--- config.mk ---
export PLATFORM = sky130hd
export DESIGN_NAME = loop_fifo
export DESIGN_NICKNAME = d
export VERILOG_FILES = /design/src/source/eth_loop_settings.svh /design/src/source/loop_fifo.sv
export SDC_FILE = /design/constraint.sdc
export NUM_CORES = 1
export LEC_CHECK = 0
export ABC_AREA = 1
export ABC_CLOCK_PERIOD_IN_PS = 2750
export BUFFER_PORTS_ARGS = -buffer_cell sky130_fd_sc_hd__buf_2
export CAP_MARGIN = 20
export CELL_PAD_IN_SITES_DETAIL_PLACEMENT = 1
export CELL_PAD_IN_SITES_GLOBAL_PLACEMENT = 2
export CORE_ASPECT_RATIO = 0.5
export CORE_UTILIZATION = 40
export CTS_CLUSTER_SIZE = 30
export DETAILED_ROUTE_END_ITERATION = 12
export PLACE_DENSITY = 0.87
export RECOVER_POWER = 50
export REMOVE_ABC_BUFFERS = 1
export SYNTH_ARGS = -nofsm -noshare
export SYNTH_HDL_FRONTEND = slang
export SYNTH_SLANG_ARGS = --single-unit
--- constraint.sdc ---
create_clock -name clk -period 2.75 [get_ports clk]
set_clock_uncertainty 0.2 [all_clocks]
set_input_delay 0.275 -clock clk [delete_from_list [all_inputs] [get_ports clk]]
set_output_delay 0.275 -clock clk [all_outputs]
set_load 0.02 [all_outputs]
--- src/source/eth_loop_settings.svh ---
`ifndef ETH_LOOP_SETTINGS_SVH
`define ETH_LOOP_SETTINGS_SVH
`default_nettype none

// Frame FIFO holds one full frame plus margin
`define FRAME_FIFO_AW 11
`define CTL_FIFO_AW 2
// Shortest frame that still holds a basic IPv4 header
`define MIN_FRAME_LEN 34

`default_nettype wire
`endif

--- src/source/loop_fifo.sv ---
`timescale 1ns/1ps
`default_nettype none

module loop_fifo #(
	parameter int WIDTH = 8,
	parameter int AW = 4
) (
	input logic clk,
	input logic rst_n,
	input logic [WIDTH-1:0] wr_data,
	input logic wr_valid,
	output logic wr_ready,
	output logic [WIDTH-1:0] rd_data,
	output logic rd_valid,
	input logic rd_ready
);
	localparam logic [AW:0] DEPTH = (AW + 1)'(1 << AW);

	logic [WIDTH-1:0] mem [DEPTH];
	logic [AW-1:0] wr_ptr;
	logic [AW-1:0] rd_ptr;
	logic [AW:0] count;
	logic [AW:0] count_next;
	logic wr_fire;
	logic rd_fire;
	logic full_next;
	logic empty_next;

	assign wr_fire = wr_valid && wr_ready;
	assign rd_fire = rd_valid && rd_ready;
	assign count_next = count + {{AW{1'b0}}, wr_fire} - {{AW{1'b0}}, rd_fire};
	assign full_next = (count_next == DEPTH);
	assign empty_next = (count_next == '0);

	// Combinational read of the head entry
	assign rd_data = mem[rd_ptr];

	always_ff @(posedge clk) begin
		if (wr_fire)
			mem[wr_ptr] <= wr_data;
	end

	// Flags are registered, so a write shows on the read side one cycle later
	always_ff @(posedge clk) begin
		if (!rst_n) begin
			wr_ptr <= '0;
			rd_ptr <= '0;
			count <= '0;
			wr_ready <= 1'b0;
			rd_valid <= 1'b0;
		end else begin
			if (wr_fire)
				wr_ptr <= wr_ptr + 1'b1;
			if (rd_fire)
				rd_ptr <= rd_ptr + 1'b1;
			count <= count_next;
			wr_ready <= !full_next;
			rd_valid <= !empty_next;
		end
	end

endmodule

`default_nettype wire

# Word-level counts from Yosys, hierarchy flattened
# Memory sizes are Yosys's and may differ from the RTL's. A register that Yosys moved wholly into a read port is not among the register bits.
# Cells that the tools add are included.
word_totals:
  romBits: 0
  mem_count: 1
  latch_bits: 0
  ramBits: 128
  ff_bits: 15
  wordCells: 20
mem_list:
  columns: ["memory", "words", "width", "rd", "rd_ports_with_merged_regs", "wr", "line_no", "source"]
  rows:
  - ["mem", 16, 8, 1, 1, 1, "loop_fifo.sv:19", "logic [WIDTH-1:0] mem [DEPTH];"]
classes:
  n_bitwise: 0
  n_mul: 0
  n_lt_le_gt_ge: 0
  add_sub_neg: 4
  n_reduce_logical: 5
  div_mod_pow: 0
  n_shift: 0
  eq_ne: 1
  muxes: 4
ops:
  columns: ["operator", "n"]
  rows:
  - ["4-bit by 1-bit adder with 4-bit output (second input constant)", 2]
  - ["4-bit two-way mux", 2]
  - ["5-bit by 1-bit adder with 5-bit output", 1]
  - ["5-bit equality test (second input constant)", 1]
  - ["5-bit zero test", 1]
  - ["5-bit by 1-bit subtractor with 5-bit output", 1]
  - ["1-bit logical AND", 2]
  - ["1-bit zero test", 2]
  - ["1-bit two-way mux", 2]

# Logic depth before layout (Yosys ltp)
# Gate-level depths: netlist of the first run.
depth:
  word_depth: 5
  depth_mapped: 13
  ltp_nobuf: 13

# Worst setup path after synthesis of the first run
# Ideal clock, no wire load.
synth_timing:
  path_kind: "register -> register"
  startpoint: "register rd_valid"
  endpoint: "register rd_valid"
  synth_period_minus_slack_ns: 2.320
  stages_incl_launch_ff: 12
  path_buffers: 0
  setup_slack_ns: 0.430
  t_arrival_ns: 2.007
  cell_sequence: "dfxtp_1 nand2_1 inv_1 nand2_1 nand2_1 ha_1 fa_1 or2_2 nor2_1 nand3_1 nand2_1 nand2_1"
synth_between:
  elab_chain_len: 4
synth_lines:
  columns: ["element", "line_no", "source"]
  rows:
  - ["start: declaration", "loop_fifo.sv:14", "output logic rd_valid,"]
  - ["start signal: assignment", "loop_fifo.sv:58", "rd_valid <= !empty_next;"]
  - ["1-bit logical AND", "loop_fifo.sv:30", "assign rd_fire = rd_valid && rd_ready;"]
  - ["5-bit by 1-bit subtractor with 5-bit output", "loop_fifo.sv:31", "assign count_next = count + {{AW{1'b0}}, wr_fire} - {{AW{1'b0}}, rd_fire};"]
  - ["via count_next[1]", "loop_fifo.sv:23", "logic [AW:0] count_next;"]
  - ["5-bit zero test", "loop_fifo.sv:33", "assign empty_next = (count_next == '0);"]
  - ["1-bit zero test", "loop_fifo.sv:58", null]
# The timed path passes the listed nets, and every way through them passes these cells.
# A chain may end at the register's enable or synchronous reset.

==> run_results.csv, run 1 <==
group,metric,value,unit
outcome,outcome,"finished, final reports clean",
logic_synthesis,syn-cell-area,6460,sq um
cts,clock_tree.buffer_depth,2,
layout,final_cell_mix,"206 x nand2_1, 128 x edfxtp_1, 119 x inv_1",
placement,place_hpwl,10000,um
power,ir_worst_vdd,0.369,mV
sta,tightest_slew,0.776,ns
cts,clk_pin_slew,0.07,ns
layout,num-nets-final,716,
logic_synthesis,synth_top_area_cell,"edfxtp_1",
sta,setup_viol,0,
placement,placed_cells,878,
sta,fin_crit,2.60,ns
global_route,antenna_found_initial,0,
floorplanning,die_x,182,um
sta,rsz0062_at_grt,"no",
sta,relSlewSlack,0.483,
global_route,grt_pass1_vias,4743,
logic_synthesis,ys_warn_count,0,
power,clockPowerShare,0.362,
floorplanning,start_util,0.414,
floorplanning,placementRows,32,
logic_synthesis,syn_avg_cell_area,9.87,sq um
layout,final_common_cell,"nand2_1",
placement,portBuffers,21,
cts,clk_latency,0.42,ns
layout,layout-drive-gt1-share,0.0976,
power,p_sw,1.98,mW
routing,drt_iter0_markers,261,
power,internal_power,4.17,mW
routing,drc,0,
cts,root_buffer,"clkbuf_16",
worst_setup_path,worst-path-max-fanout,19,
sta,fmax,384,MHz
placement,finalWeightedCongestion,0.770,
logic_synthesis,synth_top_cell_area_share,0.595,
sta,hold_viol,0,
worst_setup_path,crit_slowest_cell,"dfxtp_2",
global_route,grt_overflow,0,
layout,finalNonFillerCells,911,
logic_synthesis,syn_inst,655,
power,p_seq_frac,0.425,
power,netSwitchingFraction,0.322,
sta,finalCritPeriodShare,0.947,
placement,placed_cell_area,6850,sq um
worst_setup_path,required,2.28,ns
routing,drt_wl_total,15400,um
worst_setup_path,crit_path_cell_trace,"buf_4 > nand2_1 > nand2_1 > nand2_1 > nand3_1 > nand3_1 > nand2_1 > buf_2",
layout,area_growth,14.6,%
worst_setup_path,crit_family,"simple AND/OR/NAND/NOR gates",
power,combPwrFrac,0.213,
cts,cts_tree,"built",
routing,vias_per_cell,4.91,
power,power_leakage,3.22,nW
worst_setup_path,critPathLaunchType,"flop",
worst_setup_path,critPathMostFrequentCell,"nand2_1",
worst_setup_path,end_kind,"primary output",
floorplanning,coreArea,15600,sq um
logic_synthesis,synth.area.top_cells,"edfxtp_1 59%, nand2_1 12%, nand3_1 8.0%, inv_1 6.9%, dfxtp_1 5.9%",
floorplanning,die-area,16700,sq um
worst_setup_path,path_buf_inv,2,
routing,num_vias,4474,
global_route,grt_max_degree,50,
worst_setup_path,crit_arrival,2.13,ns
cts,htree_levels,4,
power,powerDensity,829,nW/um^2
floorplanning,ios,22,
logic_synthesis,yosys_register_bits,147,
worst_setup_path,path_class,"flop to primary output",
sta,maxSlewViolCount,0,
global_route,grt_util_all_layers,0.203,
logic_synthesis,synth-seq-area-share,0.653,
cts,numCtsBuffers,17,
routing,detail-route-antenna-nets,0,
floorplanning,die_h,91.9,um
flow_run,max_cap_violations,0,
routing,first_pass_iters,6,
logic_synthesis,synth_cell_types,19,
layout,final_cell_area,7410,sq um
worst_setup_path,critPathMaxStageDelay,0.59,ns
worst_hold_path,hp-class,"input pin to flop",
layout,nFillCells,1754,
layout,n_antenna_cell,0,
routing,wl_per_cell,16.9,um
global_route,grt_pass1_wl,25300,um
cts,cts_sinks,147,
## timing repair
item                      CTS  global route
hold endpoints to repair    4             0
resized for setup           0             0
setup buffers               0             0
hold buffers                1             0
## logic make-up after synthesis
| family | Yosys count | share of synthesized area |
|---|---|---|
| and+or+nand+nor | 338 | 0.217 |
| xor gates and xnor gates | 1 | 0.00135 |
| buffers and inverters | 146 | 0.0977 |
| DFF | 147 | 0.653 |
| AOI/OAI and AO/OA | 13 | 0.0101 |
| adders and majority gates | 10 | 0.0205 |
## final timing paths
| path | slack (ns) | end | from | depth (start not counted) |
|---|---|---|---|---|
| hold reg to reg | 0.30 | rd_ptr[3]$_SDFFE_PN0P_ | rd_ptr[3]$_SDFFE_PN0P_ | 2 |
| setup / recovery | 0.15 | rd_data[7] | flop | 8 |
| setup reg to reg | 0.38 | rd_valid$_SDFF_PN0_ | rd_valid$_SDFF_PN0_ | 11 |
| hold / removal | 0.02 | rd_ptr[1]$_SDFFE_PN0P_ | rd_ready | 3 |
## sequential cells by signal (all words and copies together), names as in the netlist, named ones only
signal and cells:
wr_ready 1, rd_ptr 4, mem 128, count 5, rd_valid 1, wr_ptr 4
## area by class of cell
cell class | count | area [sq um] | share of cell area
clock buffer | 18 | 429 | 0.0579
clock inverter | 14 | 135 | 0.0182
inverter | 121 | 454 | 0.0613
multi-input combinational | 362 | 1610 | 0.217
sequential | 147 | 4230 | 0.570
tap | 204 | 255 | 0.0345
timing repair buffer | 45 | 300 | 0.0405
## worst register-to-register path: cells and delay by family, from the launching register on
| family | cells | cell delay [ns] |
|---|---|---|
| adder cells (fa/ha/maj) | 2 | 0.67 |
| buffers and inverters | 1 | 0.12 |
| AND/OR/NAND/NOR | 8 | 0.98 |
| flip-flops | 1 | 0.31 |
## power groups by stage
| stage | clock network [mW] | logic, mW | registers (mW) |
|---|---|---|---|
| floorplan | 0 | 0.797 | 2.71 |
| global placement | 0 | 1.29 | 2.65 |
| detailed placement | 0 | 1.33 | 2.66 |
| CTS | 2.27 | 1.34 | 2.61 |
| global route | 2.36 | 1.49 | 2.62 |
| finish | 2.22 | 1.31 | 2.61 |
## routing by layer
| metal | vias up | global-route usage | routed length [um] |
|---|---|---|---|
| li1 | 2174 | - | - |
| met1 | 2195 | 0.269 | 7010 |
| met2 | 96 | 0.332 | 7350 |
| met3 | 9 | 0.0429 | 916 |
| met4 | 0 | 0.0692 | 142 |
| met5 | - | 0 | 0 |
## metrics by stage
step | TNS, ns | setup slack, ns | util | total power, mW | hold WS [ns]
floorplan | -2.33 | -0.294 | - | 3.51 | 0.173
global placement | 0 | 0.341 | 0.438 | 3.94 | 0.283
detailed placement | 0 | 0.285 | 0.438 | 3.99 | 0.289
CTS | 0 | 0.126 | 0.475 | 6.22 | 0.0118
global route | 0 | 0.0363 | 0.474 | 6.47 | 0.0423
finish | 0 | 0.147 | 0.474 | 6.14 | 0.0162
## synthesized netlist by cell type, drive strengths merged
library cell,n
nor2,26
ha,9
o21ai,2
edfxtp,128
clkbuf,1
or2,1
nor3,2
nand2,206
dfxtp,19
buf,24
nand3,103
xor2,1
a21oi,11
fa,1
inv,121
Note: power is estimated with default switching activity, not from simulation.
==> inputs of run 2 (changes only) <==
==> constraint.sdc (replaced) <==
create_clock -name clk -period 2.75 [get_ports clk]
set_clock_uncertainty 0.2 [all_clocks]
set_input_delay 0.1375 -clock clk [delete_from_list [all_inputs] [get_ports clk]]
set_output_delay 0.1375 -clock clk [all_outputs]
set_load 0.02 [all_outputs]
==> run 2 against run 1 <==
Effect of this change: largest power group unchanged; hold slack improved by 0.28 ns; first-iteration DRC count increased by 72%; sequential power hardly changed; die area did not move; largest cell class unchanged; count of clock-buffer cells in the layout fell by 1; worst setup slack better by 0.052 ns; critical path depth did not move; highest routed layer unchanged; clock power is 9% higher.
==> run_results.csv, run 2 (synthesis gave the netlist of run 1 again) <==
group,metric,value,unit
power,p_sw,1.99,mW
sta,relSlewSlack,0.412,
worst_hold_path,min_path_cells,2,
global_route,grtUsageMet2,0.356,
outcome,outcome,"finished, final reports clean",
layout,top_register,"mem",
worst_setup_path,crit_arrival,2.21,ns
global_route,grt_pass1_wl,26200,um
sta,maxSlewViolCount,0,
global_route,grt_pass1_vias,4936,
cts,post_cts_resized,0,
sta,setup_viol,0,
floorplanning,start_util,0.414,
floorplanning,ios,22,
worst_setup_path,crit_path_cell_trace,"buf_4 > nand2_1 > nand2_1 > nand2_1 > nand3_1 > nand3_1 > nand2_1 > buf_2",
routing,drc,0,
worst_setup_path,worst-r2r-cell-count,11,
sta,rsz0062_at_grt,"no",
worst_hold_path,hp-class,"flop to flop",
sta,setup_slack,0.199,ns
power,p_seq_frac,0.406,
placement,place_hpwl,10100,um
sta,tightest_slew,0.879,ns
cts,cts_sinks,147,
layout,final_common_cell,"nand2_1",
worst_setup_path,path_buf_inv,2,
cts,htree_levels,4,
routing,detail-route-antenna-nets,0,
placement,finalWeightedCongestion,0.774,
sta,fin_crit,2.55,ns
layout,final_cell_mix,"206 x nand2_1, 128 x edfxtp_1, 119 x inv_1",
cts,root_buffer,"clkbuf_16",
sta,fmax,392,MHz
worst_setup_path,crit_slowest_cell,"buf_4",
floorplanning,die-area,16700,sq um
routing,wl_per_cell,18.1,um
global_route,grt_overflow,0,
global_route,grt_max_degree,65,
cts,numCtsBuffers,17,
worst_setup_path,path_class,"flop to primary output",
layout,n_antenna_cell,0,
power,finalPower,6.39,mW
routing,drt_wl_total,16600,um
cts,clk_latency,0.42,ns
worst_setup_path,worst-path-max-fanout,64,
global_route,globalRouteMet3Util,0.0385,
flow_run,max_cap_violations,0,
global_route,met1_usage,0.282,
global_route,antenna_found_initial,0,
layout,largest_reg_flops,128,
cts,cts_tree,"built",
layout,num-nets-final,723,
layout,layout-drive-gt1-share,0.0926,
global_route,grt.busiest_layer,"met2",
power,internal_power,4.40,mW
layout,regArea,4230,sq um
layout,nFillCells,1777,
sta,fin_setup_tns,0,ns
worst_setup_path,critPathLaunchType,"flop",
power,clockPowerShare,0.379,
routing,num_vias,4641,
layout,multi_input_area,1610,sq um
floorplanning,die_x,182,um
power,ir_worst_vdd,0.416,mV
worst_setup_path,critPathMostFrequentCell,"nand2_1",
floorplanning,coreArea,15600,sq um
power,powerDensity,851,nW/um^2
routing,drt_iter0_markers,449,
layout,finalNonFillerCells,917,
layout,top_regs,"mem: 128 flops, count: 5 flops",
floorplanning,die_h,91.9,um
cts,clk_pin_slew,0.06,ns
worst_setup_path,end_kind,"primary output",
cts,clock_tree.buffer_depth,2,
cts,cts_hold_buffers,11,
power,combPwrFrac,0.215,
sta,finalCritPeriodShare,0.928,
power,power_leakage,3.26,nW
routing,first_pass_iters,5,
floorplanning,placementRows,32,
worst_setup_path,critPathMaxStageDelay,0.58,ns
worst_setup_path,crit_family,"buffers and inverters",
sta,hold_viol,0,
cts,cts_setup_buffers,0,
power,netSwitchingFraction,0.311,
placement,dp_slack,0.381,ns
worst_setup_path,crit_cells,8,
global_route,grt_util_all_layers,0.212,
routing,vias_per_cell,5.06,
worst_setup_path,required,2.41,ns
placement,portBuffers,21,
placement,placed_cells,875,
layout,area_growth,16.2,%
-- run 2: path summary, 6_finish.rpt --
path,startpoint,slack [ns],end
worst min register to register,wr_ptr[2]$_SDFFE_PN0P_,0.30,wr_ptr[2]$_SDFFE_PN0P_
worst max register to register,rd_valid$_SDFF_PN0_,0.37,wr_ready$_SDFF_PN0_
worst min-delay path,wr_ptr[2]$_SDFFE_PN0P_,0.30,wr_ptr[2]$_SDFFE_PN0P_
worst max-delay path,flop,0.20,rd_data[7]
-- run 2: final cells by class --
type | instances | area share
Clock buffer | 17 | 0.0566
Clock inverter | 14 | 0.0238
Inverter | 121 | 0.0604
Multi-Input combinational cell | 362 | 0.214
Sequential cell | 147 | 0.562
Tap cell | 204 | 0.0340
Timing Repair Buffer | 52 | 0.0486
-- run 2: through the flow --
| step | hold slack (ns) | cell area, sq um | util |
|---|---|---|---|
| after floorplan | 0.0351 | 6290 | - |
| after global placement | 0.281 | 6810 | 0.436 |
| after detailed placement | 0.296 | 6810 | 0.436 |
| after CTS | 0.306 | 7530 | 0.482 |
| after global routing | 0.340 | 7510 | 0.481 |
| final | 0.300 | 7510 | 0.481 |
-- run 2: power groups by stage --
stage	combinational, mW	sequential, mW	clock [mW]
floorplan	0.797	2.71	0
global placement	1.30	2.63	0
detailed placement	1.35	2.64	0
CTS	1.39	2.60	2.45
global route	1.53	2.60	2.53
finish	1.38	2.60	2.42
-- run 2: worst reg2reg max path, stage by stage, from the launching register on --
cell     delay, ns
dfxtp_1       0.31
nand2_1       0.14
inv_1         0.11
nand2_1       0.14
nand2_1       0.07
ha_1          0.21
fa_1          0.46
or2_2         0.31
nor2_1        0.11
nand3_1       0.09
nand2_1       0.08
nand2_1       0.06
-- run 2: routing by layer --
layer  vias up  wire (um)
met3        14        686
met5         -          0
met1      2331       7710
li1       2187          -
met4         0        153
met2       109       8090
==> inputs of run 3 (changes only) <==
Settings changed: ABC_AREA 1 to not set, ABC_CLOCK_PERIOD_IN_PS 2750 to 2400, CORE_UTILIZATION 40 to 47.
Clock period 2.75 ns to 2.4 ns, I/O delays scaled along.
==> run 3 against run 2 <==
Effect of this change: the run now ends with negative setup slack left; cell area down 4.4%; non-clock buffer count up 14; flip-flop and latch count unchanged; utilization up 12 points; die area down 23%; highest routed layer unchanged; critical path depth down 2.
==> run_results.csv, run 3 <==
group,metric,value,unit
routing,detail-route-antenna-nets,0,
cts,numCtsBuffers,17,
sta,finalCritPeriodShare,1.01,
sta,maxSlewViolCount,0,
global_route,grt.busiest_layer,"met2",
global_route,globalRouteMet3Util,0.0567,
worst_setup_path,critPathMostFrequentCell,"buf_6",
sta,tightest_slew,0.745,ns
power,clockPowerShare,0.376,
global_route,grtUsageMet2,0.386,
worst_setup_path,critPathMaxStageDelay,0.51,ns
power,p_sw,1.89,mW
floorplanning,die_x,160,um
global_route,met1_usage,0.299,
logic_synthesis,synth-compound-area-share,0.0330,
sta,rsz0062_at_grt,"yes",
logic_synthesis,ys_warn_count,0,
cts,clock_tree.buffer_depth,2,
worst_setup_path,path_class,"flop to primary output",
worst_setup_path,crit_path_cell_trace,"buf_6 > clkbuf_16 > mux4_2 > a22oi_2 > nand2_2 > buf_6",
global_route,grt_util_all_layers,0.232,
cts,clk_pin_slew,0.06,ns
floorplanning,ios,22,
layout,top_regs,"mem: 128 flops, count: 5 flops",
power,ir_worst_vdd,0.581,mV
global_route,grt_max_degree,33,
routing,drt_iter0_markers,163,
worst_hold_path,min_from,"wr_valid",
logic_synthesis,synth-seq-area-share,0.724,
worst_setup_path,required,2.08,ns
routing,drt_wl_total,13900,um
floorplanning,die_h,80.8,um
logic_synthesis,yosys.cell_count.top_type,"edfxtp_1",
global_route,grt_overflow,0,
cts,clk_latency,0.42,ns
worst_setup_path,worst-path-max-fanout,8,
cts,htree_levels,4,
layout,area_growth,23.1,%
power,power_leakage,2.42,nW
worst_setup_path,crit_arrival,2.10,ns
logic_synthesis,synth_adder_area_share,0.0227,
logic_synthesis,syn_inst,310,
layout,final_common_cell,"edfxtp_1",
logic_synthesis,syn_avg_cell_area,18.8,sq um
routing,first_pass_iters,5,
logic_synthesis,yosys.area_share.simple,0.0481,
placement,portBuffers,21,
floorplanning,coreArea,11900,sq um
cts,cts_sinks,147,
global_route,grt_pass1_wl,20800,um
logic_synthesis,synth_xor_area_frac,0.0150,
layout,layout-drive-gt1-share,0.305,
logic_synthesis,synth_top_cell_area_share,0.659,
logic_synthesis,yosys_most_used_dff,"edfxtp_1",
logic_synthesis,synth_top_family_by_area,"multiplexers",
power,internal_power,5.32,mW
floorplanning,die-area,12900,sq um
worst_setup_path,crit_slowest_cell,"mux4_2",
worst_setup_path,worst-r2r-cell-count,9,
worst_setup_path,critPathLaunchType,"flop",
routing,num_vias,3117,
logic_synthesis,synth_common_cells,"128 x edfxtp_1, 22 x nor2_1, 20 x nand2_1",
worst_setup_path,end_kind,"primary output",
sta,hold_viol,0,
worst_hold_path,hp-class,"input pin to flop",
routing,wl_per_cell,24.9,um
logic_synthesis,syn-cell-area,5830,sq um
logic_synthesis,synth_top_area_cell,"edfxtp_1",
sta,hold_ws,0.100,ns
sta,setup_slack,-0.0182,ns
cts,cts_tree,"built",
sta,relSlewSlack,0.504,
outcome,violations,"negative setup slack",
sta,fmax,414,MHz
logic_synthesis,synth.area.top_cells,"edfxtp_1 66%, mux4_1 8.1%, dfxtp_1 6.5%, mux4_2 5.4%, a22oi_1 2.1%",
layout,n_antenna_cell,0,
layout,top_register,"mem",
logic_synthesis,ys_async_sr_fraction,0,
global_route,antenna_found_initial,0,
power,powerDensity,1000,nW/um^2
sta,fin_setup_tns,-0.0294,ns
power,combPwrFrac,0.211,
floorplanning,placementRows,28,
flow_run,max_cap_violations,0,
placement,place_hpwl,8290,um
power,p_seq_frac,0.413,
cts,root_buffer,"clkbuf_16",
worst_setup_path,crit-reg2reg-launch,"wr_ready$_SDFF_PN0_",
logic_synthesis,synth_edf_count,128,
outcome,outcome,"complete, but fails checks",
sta,fin_crit,2.42,ns
routing,vias_per_cell,5.58,
layout,largest_reg_flops,128,
global_route,grt_pass1_vias,3453,
layout,final_cell_mix,"128 x edfxtp_1, 26 x buf_4, 22 x mux4_2, 22 x nor2_1",
logic_synthesis,muxShareOfSynthArea,0.135,
layout,num-nets-final,403,
sta,setup_viol,2,
placement,finalWeightedCongestion,0.764,
power,netSwitchingFraction,0.262,
floorplanning,start_util,0.488,
logic_synthesis,synth_cell_types,32,
logic_synthesis,yosys_register_bits,147,
routing,drc,0,
worst_hold_path,min_path_cells,5,
-- run 3: cell count changes in the layout (fill, tap and decap cells not counted), sizes merged, moves of 6 or more --
cell   delta
nand2   -186
inv     -119
nand3    -99
mux4     +32
a22oi    +16
buf      +12
and2      +6
-- run 3: kinds of logic (layout without fill, tap and decap cells) --
| logic type | after synthesis | in the layout |
|---|---|---|
| compound gates | 28 | 28 |
| xor+xnor | 10 | 10 |
| fa+ha+maj | 10 | 10 |
| buf+inv | 20 | 104 |
| flops | 147 | 147 |
| mux | 32 | 32 |
| simple gates | 63 | 63 |
-- run 3: path summary, 6_finish.rpt --
path                             to  slack [ns]
max                      rd_data[3]       -0.02
min          wr_ptr[0]$_SDFFE_PN0P_         0.1
max reg2reg     rd_valid$_SDFF_PN0_        0.06
min reg2reg  rd_ptr[1]$_SDFFE_PN0P_        0.32
-- run 3: power groups by stage --
stage                     combinational [mW]  clock, mW  sequential, mW
after global placement                  1.14          0            3.00
after CTS                               1.36       2.75            2.97
after global routing                    1.66       2.82            2.99
after detailed placement                1.21          0            3.01
final                                   1.52       2.71            2.97
after floorplan                        0.751          0            3.08
-- run 3: timing repair --
| item | in CTS | in global routing |
|---|---|---|
| setup buffers | 4 | 4 |
| cloned | 2 | 1 |
| hold buffers | 11 | 0 |
| pin swaps | 3 | 13 |
| gates resized for setup | 11 | 33 |
| endpoints found under the hold margin | 138 | 0 |
| setup endpoints to repair | 9 | 9 |
-- run 3: per-stage QoR --
stage / power (mW) / setup slack, ns / std cells / utilization / cell area (sq um)
finish: 7.20 / -0.0182 / 559 / 0.601 / 7180
global route: 7.47 / -0.0883 / 559 / 0.601 / 7180
CTS: 7.07 / -0.0598 / 555 / 0.593 / 7080
detailed placement: 4.23 / -0.0341 / 506 / 0.523 / 6250
global placement: 4.14 / 0.132 / 506 / 0.523 / 6250
floorplan: 3.83 / -0.190 / 296 / - / 5730
-- run 3: routing by layer --
metal / routed length, um / vias up
met3: 1000 / 13
met5: 0 / -
li1: - / 1378
met4: 120 / 0
met2: 6960 / 109
met1: 5820 / 1617
-- run 3: worst max-delay path: cells and delay by family, from the launching register on --
| kind | cells | cell delay (ns) |
|---|---|---|
| AO/OA/AOI/OAI | 1 | 0.25 |
| buffers and inverters | 3 | 0.44 |
| flip-flops | 1 | 0.38 |
| multiplexers | 1 | 0.51 |
| AND/OR/NAND/NOR | 1 | 0.10 |
-- run 3: area by class of cell --
class | count | area (sq um)
Timing Repair Buffer | 66 | 582
Clock inverter | 15 | 185
Multi-Input combinational cell | 143 | 1530
Clock buffer | 17 | 425
Sequential cell | 147 | 4230
Fill cell | 1057 | 4760
Tap cell | 165 | 206
Inverter | 6 | 22.5
